--- config.mk ---
export PLATFORM = sky130hd
export DESIGN_NAME = dot_engine_top
export DESIGN_NICKNAME = d
export VERILOG_FILES = /design/src/hdl/dot_pkg.sv /design/src/hdl/amul_bw16.sv /design/src/hdl/beat_counter.sv /design/src/hdl/dot_ctrl.sv /design/src/hdl/dot_engine_top.sv /design/src/hdl/mac_accum.sv
export SDC_FILE = /design/constraint.sdc
export NUM_CORES = 1
export LEC_CHECK = 0
export ABC_AREA = 1
export BUFFER_PORTS_ARGS = -buffer_cell sky130_fd_sc_hd__buf_4
export CORE_UTILIZATION = 63
export CTS_CLUSTER_SIZE = 14
export DETAILED_ROUTE_END_ITERATION = 10
export HOLD_SLACK_MARGIN = 0.1
export PLACE_DENSITY = 0.82
export SYNTH_ARGS = -nofsm -noshare
export SYNTH_HDL_FRONTEND = slang
export SYNTH_HIERARCHICAL = 1
export SYNTH_SLANG_ARGS = --single-unit
--- constraint.sdc ---
create_clock -name clk -period 6.15 [get_ports clk]
set_input_delay 1.23 -clock clk [delete_from_list [all_inputs] [get_ports clk]]
set_output_delay 1.23 -clock clk [all_outputs]
set_load 0.02 [all_outputs]
--- src/hdl/dot_pkg.sv ---
package dot_pkg;

    // Operand and product widths of the approximate multiplier.
    localparam int op_w = 16;
    localparam int prod_w = 32;

    // Default job length and accumulator widths.
    localparam int len_w = 8;
    localparam int sum_w = 40;

    // Cycles the engine waits after the last beat before the sum is final.
    // This must cover the multiplier pipeline plus the accumulator add.
    localparam int drain_cycles = 3;

    // Job request: number of operand pairs in the vector, 1 or more.
    typedef struct packed {
        logic [len_w-1:0] len;
    } job_req_t;

    // One signed operand pair.
    typedef struct packed {
        logic signed [op_w-1:0] x;
        logic signed [op_w-1:0] y;
    } operand_t;

    // Job result: wrapped dot product and the number of beats taken.
    typedef struct packed {
        logic signed [sum_w-1:0] sum;
        logic [len_w-1:0]        beats;
    } result_t;

endpackage

--- src/hdl/amul_bw16.sv ---
`timescale 1ns/1ps

module amul_bw16 (
    input  logic                       clk,
    input  logic                       rst_n,
    input  logic                       in_valid,
    input  dot_pkg::operand_t          in,
    output logic                       out_valid,
    output logic [dot_pkg::prod_w-1:0] product
);

    dot_pkg::operand_t op_q;
    logic              valid_q;
    logic [16:0]       pp [16];
    logic [20:0]       corr [4];
    logic [31:0]       exact_sum;
    logic [31:0]       corr_sum;
    logic [31:0]       exact_q;
    logic [31:0]       corr_q;
    logic              sum_valid_q;

    // Baugh-Wooley rows. Row i holds y weighted by x[i], with sign bits inverted.
    always_comb begin
        for (int i = 0; i < 16; i++) begin
            pp[i][14:0] = op_q.y[14:0] & {15{op_q.x[i]}};
            pp[i][15]   = ~(op_q.y[15] & op_q.x[i]);
            pp[i][16]   = 1'b0;
        end
        pp[15][14:0] = ~(op_q.y[14:0] & {15{op_q.x[15]}});
        pp[15][15]   = op_q.y[15] & op_q.x[15];
        pp[0][16]    = 1'b1;
        pp[15][16]   = 1'b1;
    end

    // Rows 0 to 5 are only seen through these sparse vectors.
    always_comb begin
        corr[0] = '0;
        corr[1] = '0;
        corr[2] = '0;
        corr[3] = '0;

        corr[0][3]  = pp[0][2] & pp[1][1];
        corr[0][5]  = pp[4][1] ^ pp[5][0];
        corr[0][6]  = pp[2][3] & pp[3][2];
        corr[0][7]  = pp[0][7] ^ pp[1][6];
        corr[0][8]  = pp[0][7] & pp[1][6];
        corr[0][10] = pp[2][7] & pp[3][6];
        corr[0][12] = pp[0][11] & pp[1][10];
        corr[0][14] = pp[0][13] & pp[1][12];
        corr[0][16] = pp[0][15] & pp[1][14];
        corr[0][17] = pp[1][15];
        corr[0][18] = pp[2][15] & pp[3][14];
        corr[0][19] = pp[4][14] & pp[5][13];
        corr[0][20] = pp[4][15] & pp[5][14];

        corr[1][3]  = pp[0][3] ^ pp[1][2];
        corr[1][7]  = pp[2][4] & pp[3][3];
        corr[1][8]  = pp[0][8] ^ pp[1][7];
        corr[1][10] = pp[2][8] ^ pp[3][7];
        corr[1][14] = pp[2][11] & pp[3][10];
        corr[1][17] = pp[2][15] | pp[3][14];
        corr[1][18] = pp[3][15];
        corr[1][19] = pp[4][15] ^ pp[5][14];
        corr[1][20] = pp[5][15];

        corr[2][10] = pp[4][6] ^ pp[5][5];
        corr[2][14] = pp[4][10] ^ pp[5][9];
        corr[2][17] = pp[2][15] ^ pp[3][14];
        corr[2][18] = pp[4][13] & pp[5][12];

        corr[3][17] = pp[4][13] ^ pp[5][12];
        corr[3][18] = pp[4][14] ^ pp[5][13];
    end

    // Upper rows are summed exactly, modulo 2^32.
    always_comb begin
        exact_sum = '0;
        for (int i = 6; i < 16; i++) begin
            exact_sum = exact_sum + ({15'b0, pp[i]} << i);
        end
        corr_sum = {11'b0, corr[0]} + {11'b0, corr[1]} + {11'b0, corr[2]} + {11'b0, corr[3]};
    end

    always_ff @(posedge clk or negedge rst_n) begin
        if (!rst_n) begin
            valid_q     <= 1'b0;
            sum_valid_q <= 1'b0;
            out_valid   <= 1'b0;
        end else begin
            valid_q     <= in_valid;
            sum_valid_q <= valid_q;
            out_valid   <= sum_valid_q;
        end
    end

    always_ff @(posedge clk) begin
        if (in_valid) begin
            op_q <= in;
        end
        exact_q <= exact_sum;
        corr_q  <= corr_sum;
        product <= exact_q + corr_q;
    end

endmodule

--- src/hdl/beat_counter.sv ---
`timescale 1ns/1ps

module beat_counter #(
    parameter int LEN_W = 8
) (
    input  logic             clk,
    input  logic             rst_n,
    input  logic             load,
    input  logic [LEN_W-1:0] len,
    input  logic             beat,
    output logic             last_beat,
    input  logic             drain_start,
    output logic             drain_done,
    output logic [LEN_W-1:0] beats
);

    // Remaining beats while accumulating, then the drain timer.
    logic [LEN_W-1:0] remain;
    logic             drain_busy;

    assign last_beat  = ~drain_busy && (remain == LEN_W'(1));
    assign drain_done = drain_busy && (remain == '0);

    always_ff @(posedge clk or negedge rst_n) begin
        if (!rst_n) begin
            remain <= '0;
        end else if (load) begin
            remain <= len;
        end else if (drain_start) begin
            remain <= LEN_W'(dot_pkg::drain_cycles - 1);
        end else if (beat || (drain_busy && remain != '0)) begin
            remain <= remain - LEN_W'(1);
        end
    end

    always_ff @(posedge clk or negedge rst_n) begin
        if (!rst_n) begin
            drain_busy <= 1'b0;
        end else if (drain_start) begin
            drain_busy <= 1'b1;
        end else if (drain_done) begin
            drain_busy <= 1'b0;
        end
    end

    always_ff @(posedge clk or negedge rst_n) begin
        if (!rst_n) begin
            beats <= '0;
        end else if (load) begin
            beats <= '0;
        end else if (beat) begin
            beats <= beats + LEN_W'(1);
        end
    end

endmodule

--- src/hdl/dot_ctrl.sv ---
`timescale 1ns/1ps

module dot_ctrl #(
    parameter int LEN_W = 8
) (
    input  logic             clk,
    input  logic             rst_n,
    input  logic             req_valid,
    output logic             req_ready,
    input  logic [LEN_W-1:0] req_len,
    input  logic             op_valid,
    output logic             op_ready,
    output logic             op_fire,
    output logic             cnt_load,
    output logic [LEN_W-1:0] cnt_len,
    input  logic             last_beat,
    input  logic             drain_done,
    output logic             acc_clear,
    output logic             res_valid,
    input  logic             res_ready
);

    typedef enum logic [2:0] {
        st_idle,
        st_load,
        st_accum,
        st_drain,
        st_result
    } state_t;

    state_t           state;
    state_t           state_next;
    logic [LEN_W-1:0] len_q;
    logic             req_fire;

    assign req_fire  = req_valid && req_ready;
    assign op_ready  = (state == st_accum);
    assign op_fire   = op_valid && op_ready;
    assign res_valid = (state == st_result);

    // The load cycle restarts both the beat counter and the accumulator.
    assign cnt_load  = (state == st_load);
    assign acc_clear = (state == st_load);
    assign cnt_len   = len_q;

    always_comb begin
        state_next = state;
        case (state)
            st_idle: begin
                if (req_fire) begin
                    state_next = st_load;
                end
            end
            st_load: begin
                state_next = st_accum;
            end
            st_accum: begin
                if (op_fire && last_beat) begin
                    state_next = st_drain;
                end
            end
            st_drain: begin
                if (drain_done) begin
                    state_next = st_result;
                end
            end
            st_result: begin
                if (res_ready) begin
                    state_next = st_idle;
                end
            end
            default: begin
                state_next = st_idle;
            end
        endcase
    end

    // req_ready follows the next state, so it first rises one cycle after reset.
    always_ff @(posedge clk or negedge rst_n) begin
        if (!rst_n) begin
            state     <= st_idle;
            req_ready <= 1'b0;
            len_q     <= '0;
        end else begin
            state     <= state_next;
            req_ready <= (state_next == st_idle);
            if (req_fire) begin
                len_q <= req_len;
            end
        end
    end

endmodule

--- src/hdl/dot_engine_top.sv ---
`timescale 1ns/1ps

module dot_engine_top #(
    parameter int ACC_W = dot_pkg::sum_w,
    parameter int LEN_W = dot_pkg::len_w
) (
    input  logic              clk,
    input  logic              rst_n,
    input  logic              req_valid,
    output logic              req_ready,
    input  dot_pkg::job_req_t req,
    input  logic              op_valid,
    output logic              op_ready,
    input  dot_pkg::operand_t op,
    output logic              res_valid,
    input  logic              res_ready,
    output dot_pkg::result_t  res
);

    logic                       op_fire;
    logic                       cnt_load;
    logic [LEN_W-1:0]           cnt_len;
    logic                       last_beat;
    logic                       drain_start;
    logic                       drain_done;
    logic [LEN_W-1:0]           beats;
    logic                       acc_clear;
    logic                       prod_valid;
    logic [dot_pkg::prod_w-1:0] product;
    logic [ACC_W-1:0]           acc_sum;

    // The drain timer starts with the final operand transfer.
    assign drain_start = op_fire & last_beat;

    assign res.sum   = acc_sum;
    assign res.beats = beats;

    dot_ctrl #(
        .LEN_W(LEN_W)
    ) u_ctrl (
        .clk       (clk),
        .rst_n     (rst_n),
        .req_valid (req_valid),
        .req_ready (req_ready),
        .req_len   (req.len),
        .op_valid  (op_valid),
        .op_ready  (op_ready),
        .op_fire   (op_fire),
        .cnt_load  (cnt_load),
        .cnt_len   (cnt_len),
        .last_beat (last_beat),
        .drain_done(drain_done),
        .acc_clear (acc_clear),
        .res_valid (res_valid),
        .res_ready (res_ready)
    );

    beat_counter #(
        .LEN_W(LEN_W)
    ) u_count (
        .clk        (clk),
        .rst_n      (rst_n),
        .load       (cnt_load),
        .len        (cnt_len),
        .beat       (op_fire),
        .last_beat  (last_beat),
        .drain_start(drain_start),
        .drain_done (drain_done),
        .beats      (beats)
    );

    amul_bw16 u_mul (
        .clk      (clk),
        .rst_n    (rst_n),
        .in_valid (op_fire),
        .in       (op),
        .out_valid(prod_valid),
        .product  (product)
    );

    mac_accum #(
        .ACC_W(ACC_W)
    ) u_acc (
        .clk     (clk),
        .rst_n   (rst_n),
        .clear   (acc_clear),
        .in_valid(prod_valid),
        .product (product),
        .sum     (acc_sum)
    );

endmodule

--- src/hdl/mac_accum.sv ---
`timescale 1ns/1ps

module mac_accum #(
    parameter int ACC_W = 40
) (
    input  logic                              clk,
    input  logic                              rst_n,
    input  logic                              clear,
    input  logic                              in_valid,
    input  logic signed [dot_pkg::prod_w-1:0] product,
    output logic signed [ACC_W-1:0]           sum
);

    logic signed [ACC_W-1:0] product_ext;

    // Sign-extend to the accumulator width. The add itself wraps.
    assign product_ext = {{(ACC_W - dot_pkg::prod_w){product[dot_pkg::prod_w-1]}}, product};

    always_ff @(posedge clk or negedge rst_n) begin
        if (!rst_n) begin
            sum <= '0;
        end else if (clear) begin
            sum <= '0;
        end else if (in_valid) begin
            sum <= sum + product_ext;
        end
    end

endmodule

# Yosys cells after proc, flatten, opt, wreduce, memory -nomap -nowiden
# Index checks and enable logic that the tools add are counted.
classes:
  addsub: 16
  eq_ne: 5
  n_mux: 14
  n_bitwise: 75
  n_reduce_logical: 15
op_table:
  columns: ["cell", "n"]
  rows:
  - ["AND 15 bit", 14]
  - ["2-to-1 mux 40 bit", 2]
  - ["adder 32 x 19 -> 32 bit", 2]
  - ["adder 32 bit", 2]
  - ["adder 40 x 32 -> 40 bit", 1]
  - ["2-to-1 mux 8 bit", 5]
  - ["adder 32 x 24 -> 32 bit", 1]
  - ["adder 32 x 25 -> 32 bit", 1]
  - ["adder 32 x 26 -> 32 bit", 1]
  - ["adder 32 x 27 -> 32 bit", 1]
  - ["adder 32 x 28 -> 32 bit", 1]
  - ["adder 32 x 29 -> 32 bit", 1]
  - ["adder 32 x 30 -> 32 bit", 1]
  - ["AND 1 bit", 30]
  - ["adder 22 x 23 -> 24 bit", 1]
  - ["adder 21 x 21 -> 22 bit", 1]
  - ["inverter 1 bit", 16]
  - ["inverter 15 bit", 1]
  - ["case mux 3 bit (5 select lines)", 1]
  - ["AND 14 bit", 1]
  - ["AND 12 bit", 1]
  - ["2-to-1 mux 3 bit", 4]
  - ["bitwise XOR 1 bit", 11]
  - ["adder 8 x 1 -> 8 bit (second input constant)", 1]
  - ["other kinds (14)", 24]
totals:
  ff_bits: 200
  input_bits: 45
  output_inout_bits: 51
  word_cells: 140

# Depth between registers and ports, before layout
# Gate-level depths: netlist of run 1.
logic_depth:
  depth_word: 11
  mapped_depth: 24
  depth_no_buf: 22

# Modules after synthesis
# Netlist of run 1, hierarchy kept.
by_module_without_submodules:
  columns: ["mod", "instances", "cells_each", "area_per_inst_um2", "seq_area_each_um2"]
  rows:
  - ["amul_bw16", 1, 1293, 10192.3, 2557.5]
  - ["mac_accum", 1, 767, 4480.5, 1001.0]
  - ["beat_counter", 1, 143, 1049.8, 425.4]
  - ["dot_ctrl", 1, 67, 548.0, 300.3]
  - ["dot_engine_top", 1, 2, 7.5, 0.0]

# Least setup slack after synthesis of run 1
# No wires, ideal clock.
synth_timing:
  kind: "flip-flop to flip-flop"
  from: "register u_mul/op_q[31] (netlist bit)"
  to: "register u_mul.exact_q[30]"
  arrival_time_ns: 4.644
  path_slack_ns: 1.393
  stages_incl_launch_ff: 21
  path_buffers: 2
  path_cell_list: "edfxtp_1 -> clkbuf_1 -> clkbuf_1 -> nand2_1 -> fa_1 -> inv_1 -> fa_1 -> fa_1 -> inv_1 -> fa_1 -> inv_1 -> fa_1 -> inv_1 -> ha_1 -> a21o_1 -> nor2_1 -> nand3_1 -> nand2_1 -> nand2_1 -> nand2_1 -> nand2_1"
synth_between:
  elab_chain_len: 3
  elab_cells_between_ends: 4
synth_rtl:
  columns: ["element", "line_no", "rtl"]
  rows:
  - ["start, declared", "amul_bw16.sv:12", "dot_pkg::operand_t op_q;"]
  - ["start signal, assigned", "amul_bw16.sv:98", "op_q <= in;"]
  - ["AND 15 bit", null, null]
  - ["inverter 15 bit", "amul_bw16.sv:29", "pp[15][14:0] = ~(op_q.y[14:0] & {15{op_q.x[15]}});"]
  - ["adder 32 bit *", "amul_bw16.sv:79", "exact_sum = exact_sum + ({15'b0, pp[i]} << i);"]
  - ["named net u_mul.exact_sum[30]", "amul_bw16.sv:16", "logic [31:0] exact_sum;"]
  - ["end signal, assigned", "amul_bw16.sv:100", "exact_q <= exact_sum;"]
  - ["end, declared", "amul_bw16.sv:18", "logic [31:0] exact_q;"]
# The timed path passes the listed nets; every way through them passes the cells marked *.
# A chain may end at the register's enable or synchronous reset.

# Worst setup path in the final report of run 1
# Ends and elaborated chain as after synthesis.

==> results of run 1 <==
flip-flops by register name, summed over array words and instances (netlist names):
signal	flops
u_mul/out_valid	1
u_mul/valid_q	1
u_count/drain_busy	1
u_count/remain	8
u_count/beats	8
u_ctrl/cnt_len	8
u_mul/corr_q	21
u_mul/product	29
u_mul/op_q	32
u_mul/sum_valid_q	1
u_acc/sum	40
u_ctrl/req_ready	1
u_mul/exact_q	26
u_ctrl/state	3
metal layers:
metal,vias to the layer above,GRT usage [%]
met5,-,0
met4,0,14.36
met3,104,4.966
met2,558,58.39
met1,6707,41.40
li1,6994,-
Yosys cell counts, drive strengths merged:
cell type  number  share of area [%]
nand2         805                 19
inv           460                 11
nor2          164                4.2
ha            133                 10
fa            122                 15
nand3         109                3.8
dfxtp          76                9.3
a21oi          74                2.3
dfrtp          72                 11
o21ai          56                1.9
clkbuf         41               0.95
edfxtp         32                5.9
xor2           26                1.4
nor3           21               0.71
xnor2          20                1.1
nand4          15               0.58
nand3b         10               0.46
buf             9               0.38
and2            5               0.19
o21bai          4               0.18
or2             4               0.15
o31ai           3               0.14
a22o            2               0.11
a32o            2               0.12
nor3b           2              0.092
a21o            1              0.046
a31oi           1              0.038
clkinv          1              0.023
conb            1              0.023
nor4            1              0.038
area by class of cell:
type	count	area (µm²)	share of cell area (%)
tap	330	412.9	2.313
inverter	461	1733	9.707
clock buffer	18	439.2	2.460
timing repair buffer	99	743.2	4.163
sequential	180	4284	24.00
clock inverter	14	171.4	0.9602
multi-input combinational	1584	10070	56.40
through the flow:
stage	cells	utilization [%]	hold slack, ps	cell area [µm²]	worst slack [ps]
2_1_floorplan	2275	-	309.6	16290	1393
3_3_place_gp	2654	68.27	313.2	17240	1305
3_5_place_dp	2654	68.27	315.4	17240	1210
4_1_cts	2686	70.69	333.7	17850	1201
5_1_grt	2686	70.69	334.2	17850	872.9
6_report	2686	70.69	331.0	17850	1173
kinds of logic (layout without fill, tap and decap cells):
group / after synthesis / after routing
compound gates: 143 / 143
xor+xnor: 46 / 46
simple gates: 1136 / 1136
buf+inv: 511 / 592
other cells: 1 / 4
fa+ha+maj: 255 / 255
flops: 180 / 180
how the worst min path moves through the flow:
| stage | start | to |
|---|---|---|
| CTS | u_mul/corr_q[5] | u_mul/product[5] |
| finish | u_mul/corr_q[5] | u_mul/product[5] |
| floorplan | u_mul/corr_q[3] | u_mul/product[3] |
| detailed placement | u_mul/corr_q[5] | u_mul/product[5] |
| global route | u_mul/corr_q[5] | u_mul/product[5] |
| global placement | u_mul/corr_q[5] | u_mul/product[5] |
worst reg2reg max path, cell delays in order (launching register included):
cell	delay, ps
edfxtp_1	680
nand2_1	160
fa_1	560
inv_1	60
fa_1	510
fa_1	550
inv_1	50
fa_1	530
inv_1	50
fa_1	530
inv_1	50
ha_1	350
nand2_1	140
nor2_1	160
nand3b_1	100
nand3_1	150
nand2_1	110
nand3_1	100
nand2_1	50
==> metrics.txt, run 1 <==
# TYPE chip_impl_metric gauge
chip_impl_metric{name="postCtsResizedCells",unit=""} 0
chip_impl_metric{name="dieHeight",unit="µm"} 162.7
chip_impl_info{name="cts_tree",value="done"} 1
chip_impl_metric{name="fp.dieArea",unit="mm²"} 0.02648
chip_impl_metric{name="synth_compound_gate_area_share",unit="%"} 4.865
chip_impl_metric{name="fillerInstances",unit=""} 2096
chip_impl_info{name="highest-signal-layer",value="met4"} 1
chip_impl_metric{name="initial_core_util",unit="%"} 64.46
chip_impl_metric{name="critical_path.max_fanout",unit=""} 16
chip_impl_metric{name="max-cap-violations",unit=""} 0
chip_impl_metric{name="detailedRoute.firstIterationViolations",unit=""} 1248
chip_impl_metric{name="finalClockSkew",unit="ps"} 20.77
chip_impl_metric{name="placement.io_buffers",unit=""} 95
chip_impl_metric{name="worstMarginPinSlew",unit="ps"} 969.5
chip_impl_metric{name="final_period_minus_worst_setup_slack",unit="ps"} 4977
chip_impl_info{name="reg2reg_from",value="u_mul/op_q[31]"} 1
chip_impl_info{name="cts_root_buf",value="clkbuf_16"} 1
chip_impl_metric{name="wire_length_of_the_first_global_routing_pass",unit="µm"} 68800
chip_impl_metric{name="finalMaxSlewViolations",unit=""} 0
chip_impl_metric{name="number_of_antenna_violations_at_the_first_check_in_global_routing",unit=""} 0
chip_impl_metric{name="timing.critical_path.arrival",unit="ps"} 5320
chip_impl_metric{name="synthSimpleGateAreaFrac",unit="%"} 29.12
chip_impl_metric{name="synth_xor_xnor_area_share",unit="%"} 2.475
chip_impl_metric{name="clock_buffer_count_from_cts",unit=""} 17
chip_impl_metric{name="hold_buffers",unit=""} 0
chip_impl_info{name="rsz_0062_raised_after_global_routing",value="false"} 1
chip_impl_info{name="crit_path_end_kind",value="register"} 1
chip_impl_metric{name="worst-path-stages",unit=""} 18
chip_impl_metric{name="first_global_vias",unit=""} 14026
chip_impl_metric{name="gp_congestion",unit=""} 0.9817
chip_impl_metric{name="synth_area_per_cell",unit="µm²"} 7.165
chip_impl_metric{name="cts_max_level",unit=""} 4
chip_impl_metric{name="grt_start_max_net_pins",unit=""} 73
chip_impl_metric{name="crit_path_max_incr_delay",unit="ps"} 680
chip_impl_metric{name="io-pin-count",unit=""} 96
chip_impl_metric{name="met2_wire_length",unit="µm"} 21360
chip_impl_metric{name="final_cycle_utilization_of_the_critical_path",unit="%"} 80.93
chip_impl_metric{name="grt-ovfl-total",unit=""} 0
chip_impl_metric{name="grt_util_all_layers",unit="%"} 33.58
chip_impl_metric{name="synth.ff_latch_count",unit=""} 180
chip_impl_metric{name="critical_path_required",unit="ps"} 6490
chip_impl_metric{name="detailroute.wirelength.met3",unit="µm"} 2819
chip_impl_metric{name="core-area",unit="mm²"} 0.02525
chip_impl_metric{name="maxClockFrequency",unit="GHz"} 0.2009
chip_impl_metric{name="detailed_route_wire_length_per_cell",unit="µm"} 16.03
chip_impl_info{name="dominant_combinational_cell_family_by_area_after_synthesis",value="simple AND/OR/NAND/NOR gates"} 1
chip_impl_info{name="cpLargestDelayFamily",value="adder cells"} 1
chip_impl_metric{name="drt-vias-per-instance",unit=""} 5.347
chip_impl_metric{name="m1WireLength",unit="µm"} 17180
chip_impl_metric{name="via_count",unit=""} 14363
chip_impl_metric{name="fin_tns_setup",unit="ps"} 0
chip_impl_info{name="r2r-end",value="u_mul/exact_q[30]"} 1
chip_impl_info{name="layout.cells.most_common",value="nand2_1"} 1
chip_impl_metric{name="number_of_antenna_cells_inserted",unit=""} 0
chip_impl_metric{name="synth_mux_area_share",unit="%"} 0
chip_impl_metric{name="clk_pin_slew_worst_paths",unit="ps"} 80
chip_impl_metric{name="route.detailed.drc",unit=""} 0
chip_impl_metric{name="cts.sink_count",unit=""} 180
chip_impl_metric{name="synth_adder_area_share",unit="%"} 25.23
chip_impl_metric{name="syn-cell-area",unit="mm²"} 0.01628
chip_impl_metric{name="drive_gt1_share",unit="%"} 8.786
chip_impl_info{name="run_status",value="completed"} 1
chip_impl_metric{name="areaGrowthSynthToFinish",unit="%"} 9.669
chip_impl_info{name="worstSetupEndpoint",value="u_mul/exact_q[30]"} 1
chip_impl_metric{name="min_path_cells",unit=""} 0
chip_impl_metric{name="postCtsSetupRepairBufs",unit=""} 0
chip_impl_metric{name="post-dp-hpwl",unit="µm"} 34480
chip_impl_metric{name="timing_hold_violations_final",unit=""} 0
chip_impl_info{name="worst_path_most_repeated_cell",value="fa_1"} 1
chip_impl_info{name="crit_start",value="u_mul/op_q[31]"} 1
chip_impl_metric{name="horizontal_die_dimension",unit="µm"} 162.7
chip_impl_metric{name="maxSlewHeadroom",unit="%"} 35.37
chip_impl_metric{name="cts.path.max_buffers",unit=""} 2
chip_impl_metric{name="std_cell_rows",unit=""} 58
chip_impl_metric{name="ff2ff_setup_slack",unit="ps"} 1170
chip_impl_info{name="timing.critical_path.from_type",value="register"} 1
chip_impl_metric{name="reg2reg_depth",unit=""} 18
chip_impl_metric{name="crit_buf_inv",unit=""} 4
chip_impl_metric{name="antenna_violating_nets_post_route",unit=""} 0
chip_impl_info{name="setup.worst_path.class",value="register to register"} 1
chip_impl_metric{name="nets",unit=""} 2643
chip_impl_info{name="path_cells",value="nand2_1, fa_1, inv_1, fa_1, fa_1, inv_1, fa_1, inv_1, fa_1, inv_1, ha_1, nand2_1, nor2_1, nand3b_1, nand3_1, nand2_1, nand3_1, nand2_1"} 1
chip_impl_metric{name="detail_route.first_pass.iterations",unit=""} 6
chip_impl_metric{name="setup-violations-final",unit=""} 0
chip_impl_info{name="hold_path_class",value="register to register"} 1
chip_impl_metric{name="yosys_warnings",unit=""} 6
chip_impl_metric{name="synth_seq_area_share",unit="%"} 26.32
chip_impl_info{name="layout.cells.most_common_list",value="781 x nand2_1, 453 x inv_1, 145 x nor2_1"} 1
chip_impl_metric{name="finalWirelength",unit="µm"} 43050
chip_impl_metric{name="clock_latency",unit="ps"} 450
chip_impl_metric{name="synth_cell_type_count",unit=""} 46
chip_impl_info{name="crit_slowest_cell",value="edfxtp_1"} 1
chip_impl_metric{name="postSynthCellCount",unit=""} 2272
Power of run 1 is not shown: default switching activity piles up to over one toggle a cycle in this logic, so the estimate is an artifact.
==> inputs of run 2 (changes only) <==
==> constraint.sdc (replaced) <==
create_clock -name clk -period 4.6 [get_ports clk]
set_input_delay 0.92 -clock clk [delete_from_list [all_inputs] [get_ports clk]]
set_output_delay 0.92 -clock clk [all_outputs]
set_load 0.02 [all_outputs]
==> run 2 against run 1 <==
Effect of this change: the flow now finishes with violations (setup timing); register-to-register slack worse by 1300 ps; flip-flop and latch count unchanged; global-route usage up 0.87 points; wire length up 10%; die area unchanged; worst hold slack worse by 2.7 ps; critical path depth up 1; design area up 8.0%; critical path type unchanged.
==> metrics.txt, run 2 (synthesis gave the netlist of run 1 again) <==
# TYPE chip_impl_metric gauge
chip_impl_info{name="setup.worst_path.class",value="register to register"} 1
chip_impl_metric{name="fillerInstances",unit=""} 1913
chip_impl_metric{name="first_global_vias",unit=""} 14592
chip_impl_metric{name="detailed_route_wire_length_per_cell",unit="µm"} 17.03
chip_impl_metric{name="worst_slack",unit="ps"} -84.39
chip_impl_metric{name="core-area",unit="mm²"} 0.02525
chip_impl_metric{name="cts.sink_count",unit=""} 180
chip_impl_metric{name="drt-vias-per-instance",unit=""} 5.435
chip_impl_metric{name="wire_length_of_the_first_global_routing_pass",unit="µm"} 70590
chip_impl_metric{name="finalWirelength",unit="µm"} 47500
chip_impl_metric{name="route.detailed.drc",unit=""} 0
chip_impl_metric{name="finalInstanceArea",unit="mm²"} 0.01928
chip_impl_metric{name="grt_start_max_net_pins",unit=""} 73
chip_impl_metric{name="horizontal_die_dimension",unit="µm"} 162.7
chip_impl_metric{name="post-dp-hpwl",unit="µm"} 35420
chip_impl_metric{name="number_of_antenna_cells_inserted",unit=""} 0
chip_impl_metric{name="antenna_violating_nets_post_route",unit=""} 0
chip_impl_metric{name="clk_pin_slew_worst_paths",unit="ps"} 90
chip_impl_metric{name="dieHeight",unit="µm"} 162.7
chip_impl_metric{name="drive_gt1_share",unit="%"} 17.73
chip_impl_metric{name="cts_max_level",unit=""} 4
chip_impl_info{name="cts_tree",value="done"} 1
chip_impl_metric{name="clock_latency",unit="ps"} 450
chip_impl_info{name="biggestRegsByFlops",value="u_acc/sum x40, u_mul/op_q x32, u_mul/product x29"} 1
chip_impl_metric{name="gp_congestion",unit=""} 0.9945
chip_impl_metric{name="critical_path_required",unit="ps"} 4930
chip_impl_metric{name="via_count",unit=""} 15158
chip_impl_metric{name="final_cycle_utilization_of_the_critical_path",unit="%"} 101.8
chip_impl_metric{name="largest_register_ffs",unit=""} 40
chip_impl_info{name="violations",value="setup timing"} 1
chip_impl_metric{name="maxSlewHeadroom",unit="%"} 33.61
chip_impl_metric{name="std_cell_rows",unit=""} 58
chip_impl_metric{name="setup-violations-final",unit=""} 8
chip_impl_metric{name="io-pin-count",unit=""} 96
chip_impl_info{name="timing.critical_path.from_type",value="register"} 1
chip_impl_metric{name="maxClockFrequency",unit="GHz"} 0.2135
chip_impl_metric{name="areaGrowthSynthToFinish",unit="%"} 18.42
chip_impl_info{name="rsz_0062_raised_after_global_routing",value="true"} 1
chip_impl_info{name="run_status",value="finished, violations left"} 1
chip_impl_metric{name="clock_buffer_count_from_cts",unit=""} 17
chip_impl_metric{name="cts.path.max_buffers",unit=""} 2
chip_impl_metric{name="fp.dieArea",unit="mm²"} 0.02648
chip_impl_info{name="layout.cells.most_common",value="nand2_1"} 1
chip_impl_metric{name="worstMarginPinSlew",unit="ps"} 995.8
chip_impl_metric{name="detail_route.first_pass.iterations",unit=""} 7
chip_impl_info{name="hold_path_class",value="register to register"} 1
chip_impl_metric{name="nets",unit=""} 2746
chip_impl_metric{name="finalClockSkew",unit="ps"} 22.40
chip_impl_metric{name="timing.critical_path.arrival",unit="ps"} 5020
chip_impl_metric{name="grt-ovfl-total",unit=""} 0
chip_impl_metric{name="pre_cts_ws",unit="ps"} -170.6
chip_impl_metric{name="detailedRoute.firstIterationViolations",unit=""} 1230
chip_impl_info{name="crit_path_end_kind",value="register"} 1
chip_impl_metric{name="max-cap-violations",unit=""} 0
chip_impl_info{name="layout.cells.most_common_list",value="745 x nand2_1, 429 x inv_1, 182 x buf_4"} 1
chip_impl_metric{name="critical_path.max_fanout",unit=""} 4
chip_impl_info{name="top_register",value="u_acc/sum"} 1
chip_impl_metric{name="grt_util_all_layers",unit="%"} 34.45
chip_impl_metric{name="number_of_antenna_violations_at_the_first_check_in_global_routing",unit=""} 0
chip_impl_metric{name="timing_hold_violations_final",unit=""} 0
chip_impl_metric{name="final_period_minus_worst_setup_slack",unit="ps"} 4684
chip_impl_metric{name="initial_core_util",unit="%"} 64.46
chip_impl_info{name="cts_root_buf",value="clkbuf_16"} 1
chip_impl_metric{name="placement.io_buffers",unit=""} 95
chip_impl_metric{name="finalMaxSlewViolations",unit=""} 0
chip_impl_metric{name="placedInstanceArea",unit="mm²"} 0.01768
==> run 2: per-stage QoR <==
stage,utilization [%],instances,TNS [ps],hold WS [ps]
final,76.33,2789,-238.1,328.3
after global routing,76.33,2789,-1520,334.2
after CTS,73.43,2754,-34.88,328.7
after detailed placement,70.03,2713,-1246,312.1
after global placement,70.03,2713,-329.2,311.0
after floorplan,-,2275,-4.742,309.6
==> run 2: final timing paths <==
check	depth (start not counted)	slack (ps)	to	startpoint
worst max-delay path	19	-80	u_mul/exact_q[30]	u_mul/op_q[13]
worst min-delay path	0	330	u_mul/product[3]	u_mul/corr_q[3]
worst max register to register	19	-80	u_mul/exact_q[30]	u_mul/op_q[13]
worst min register to register	0	330	u_mul/product[3]	u_mul/corr_q[3]
max in group asynchronous	1	3310	u_count/remain[0]	rst_n
min in group asynchronous	1	610	u_acc/sum[13]	rst_n
==> run 2: routing by layer <==
layer	vias to the layer above	GRT usage (%)	wire, µm	share of wire [%]
met1	7133	40.09	17920	38
met4	0	18.95	3094	6.5
met5	-	0	0	0
li1	7201	-	-	-
met3	191	5.042	2662	5.6
met2	633	60.79	23820	50
==> run 2: final cells by class <==
type	instances	area, µm²	share of cell area (%)
tap	330	412.9	2.142
timing repair buffer	202	1592	8.257
clock inverter	15	182.7	0.9477
multi-input combinational	1584	10650	55.23
clock buffer	17	425.4	2.207
inverter	461	1733	8.990
sequential	180	4284	22.23
==> run 2: timing repair <==
action / in CTS / in global routing
hold buffers: 0 / 0
endpoints found under the setup margin: 14 / 15
buffers inserted: 9 / 37
pin swaps: 10 / 96
resized for setup: 31 / 141
==> run 2: worst max-delay path, cell delays in order (launching register included) <==
cell and delay, ps:
edfxtp_1 530, nand2_2 140, fa_1 600, inv_2 50, fa_1 490, inv_2 40, fa_1 550, inv_2 40
fa_1 490, inv_1 60, fa_1 500, inv_2 60, ha_4 310, nand2_4 80, nor2_4 110, nand3b_1 140
nand3_4 170, nand2_2 80, nand3_2 70, nand2_1 50
Power of run 2 is left out for the same reason.
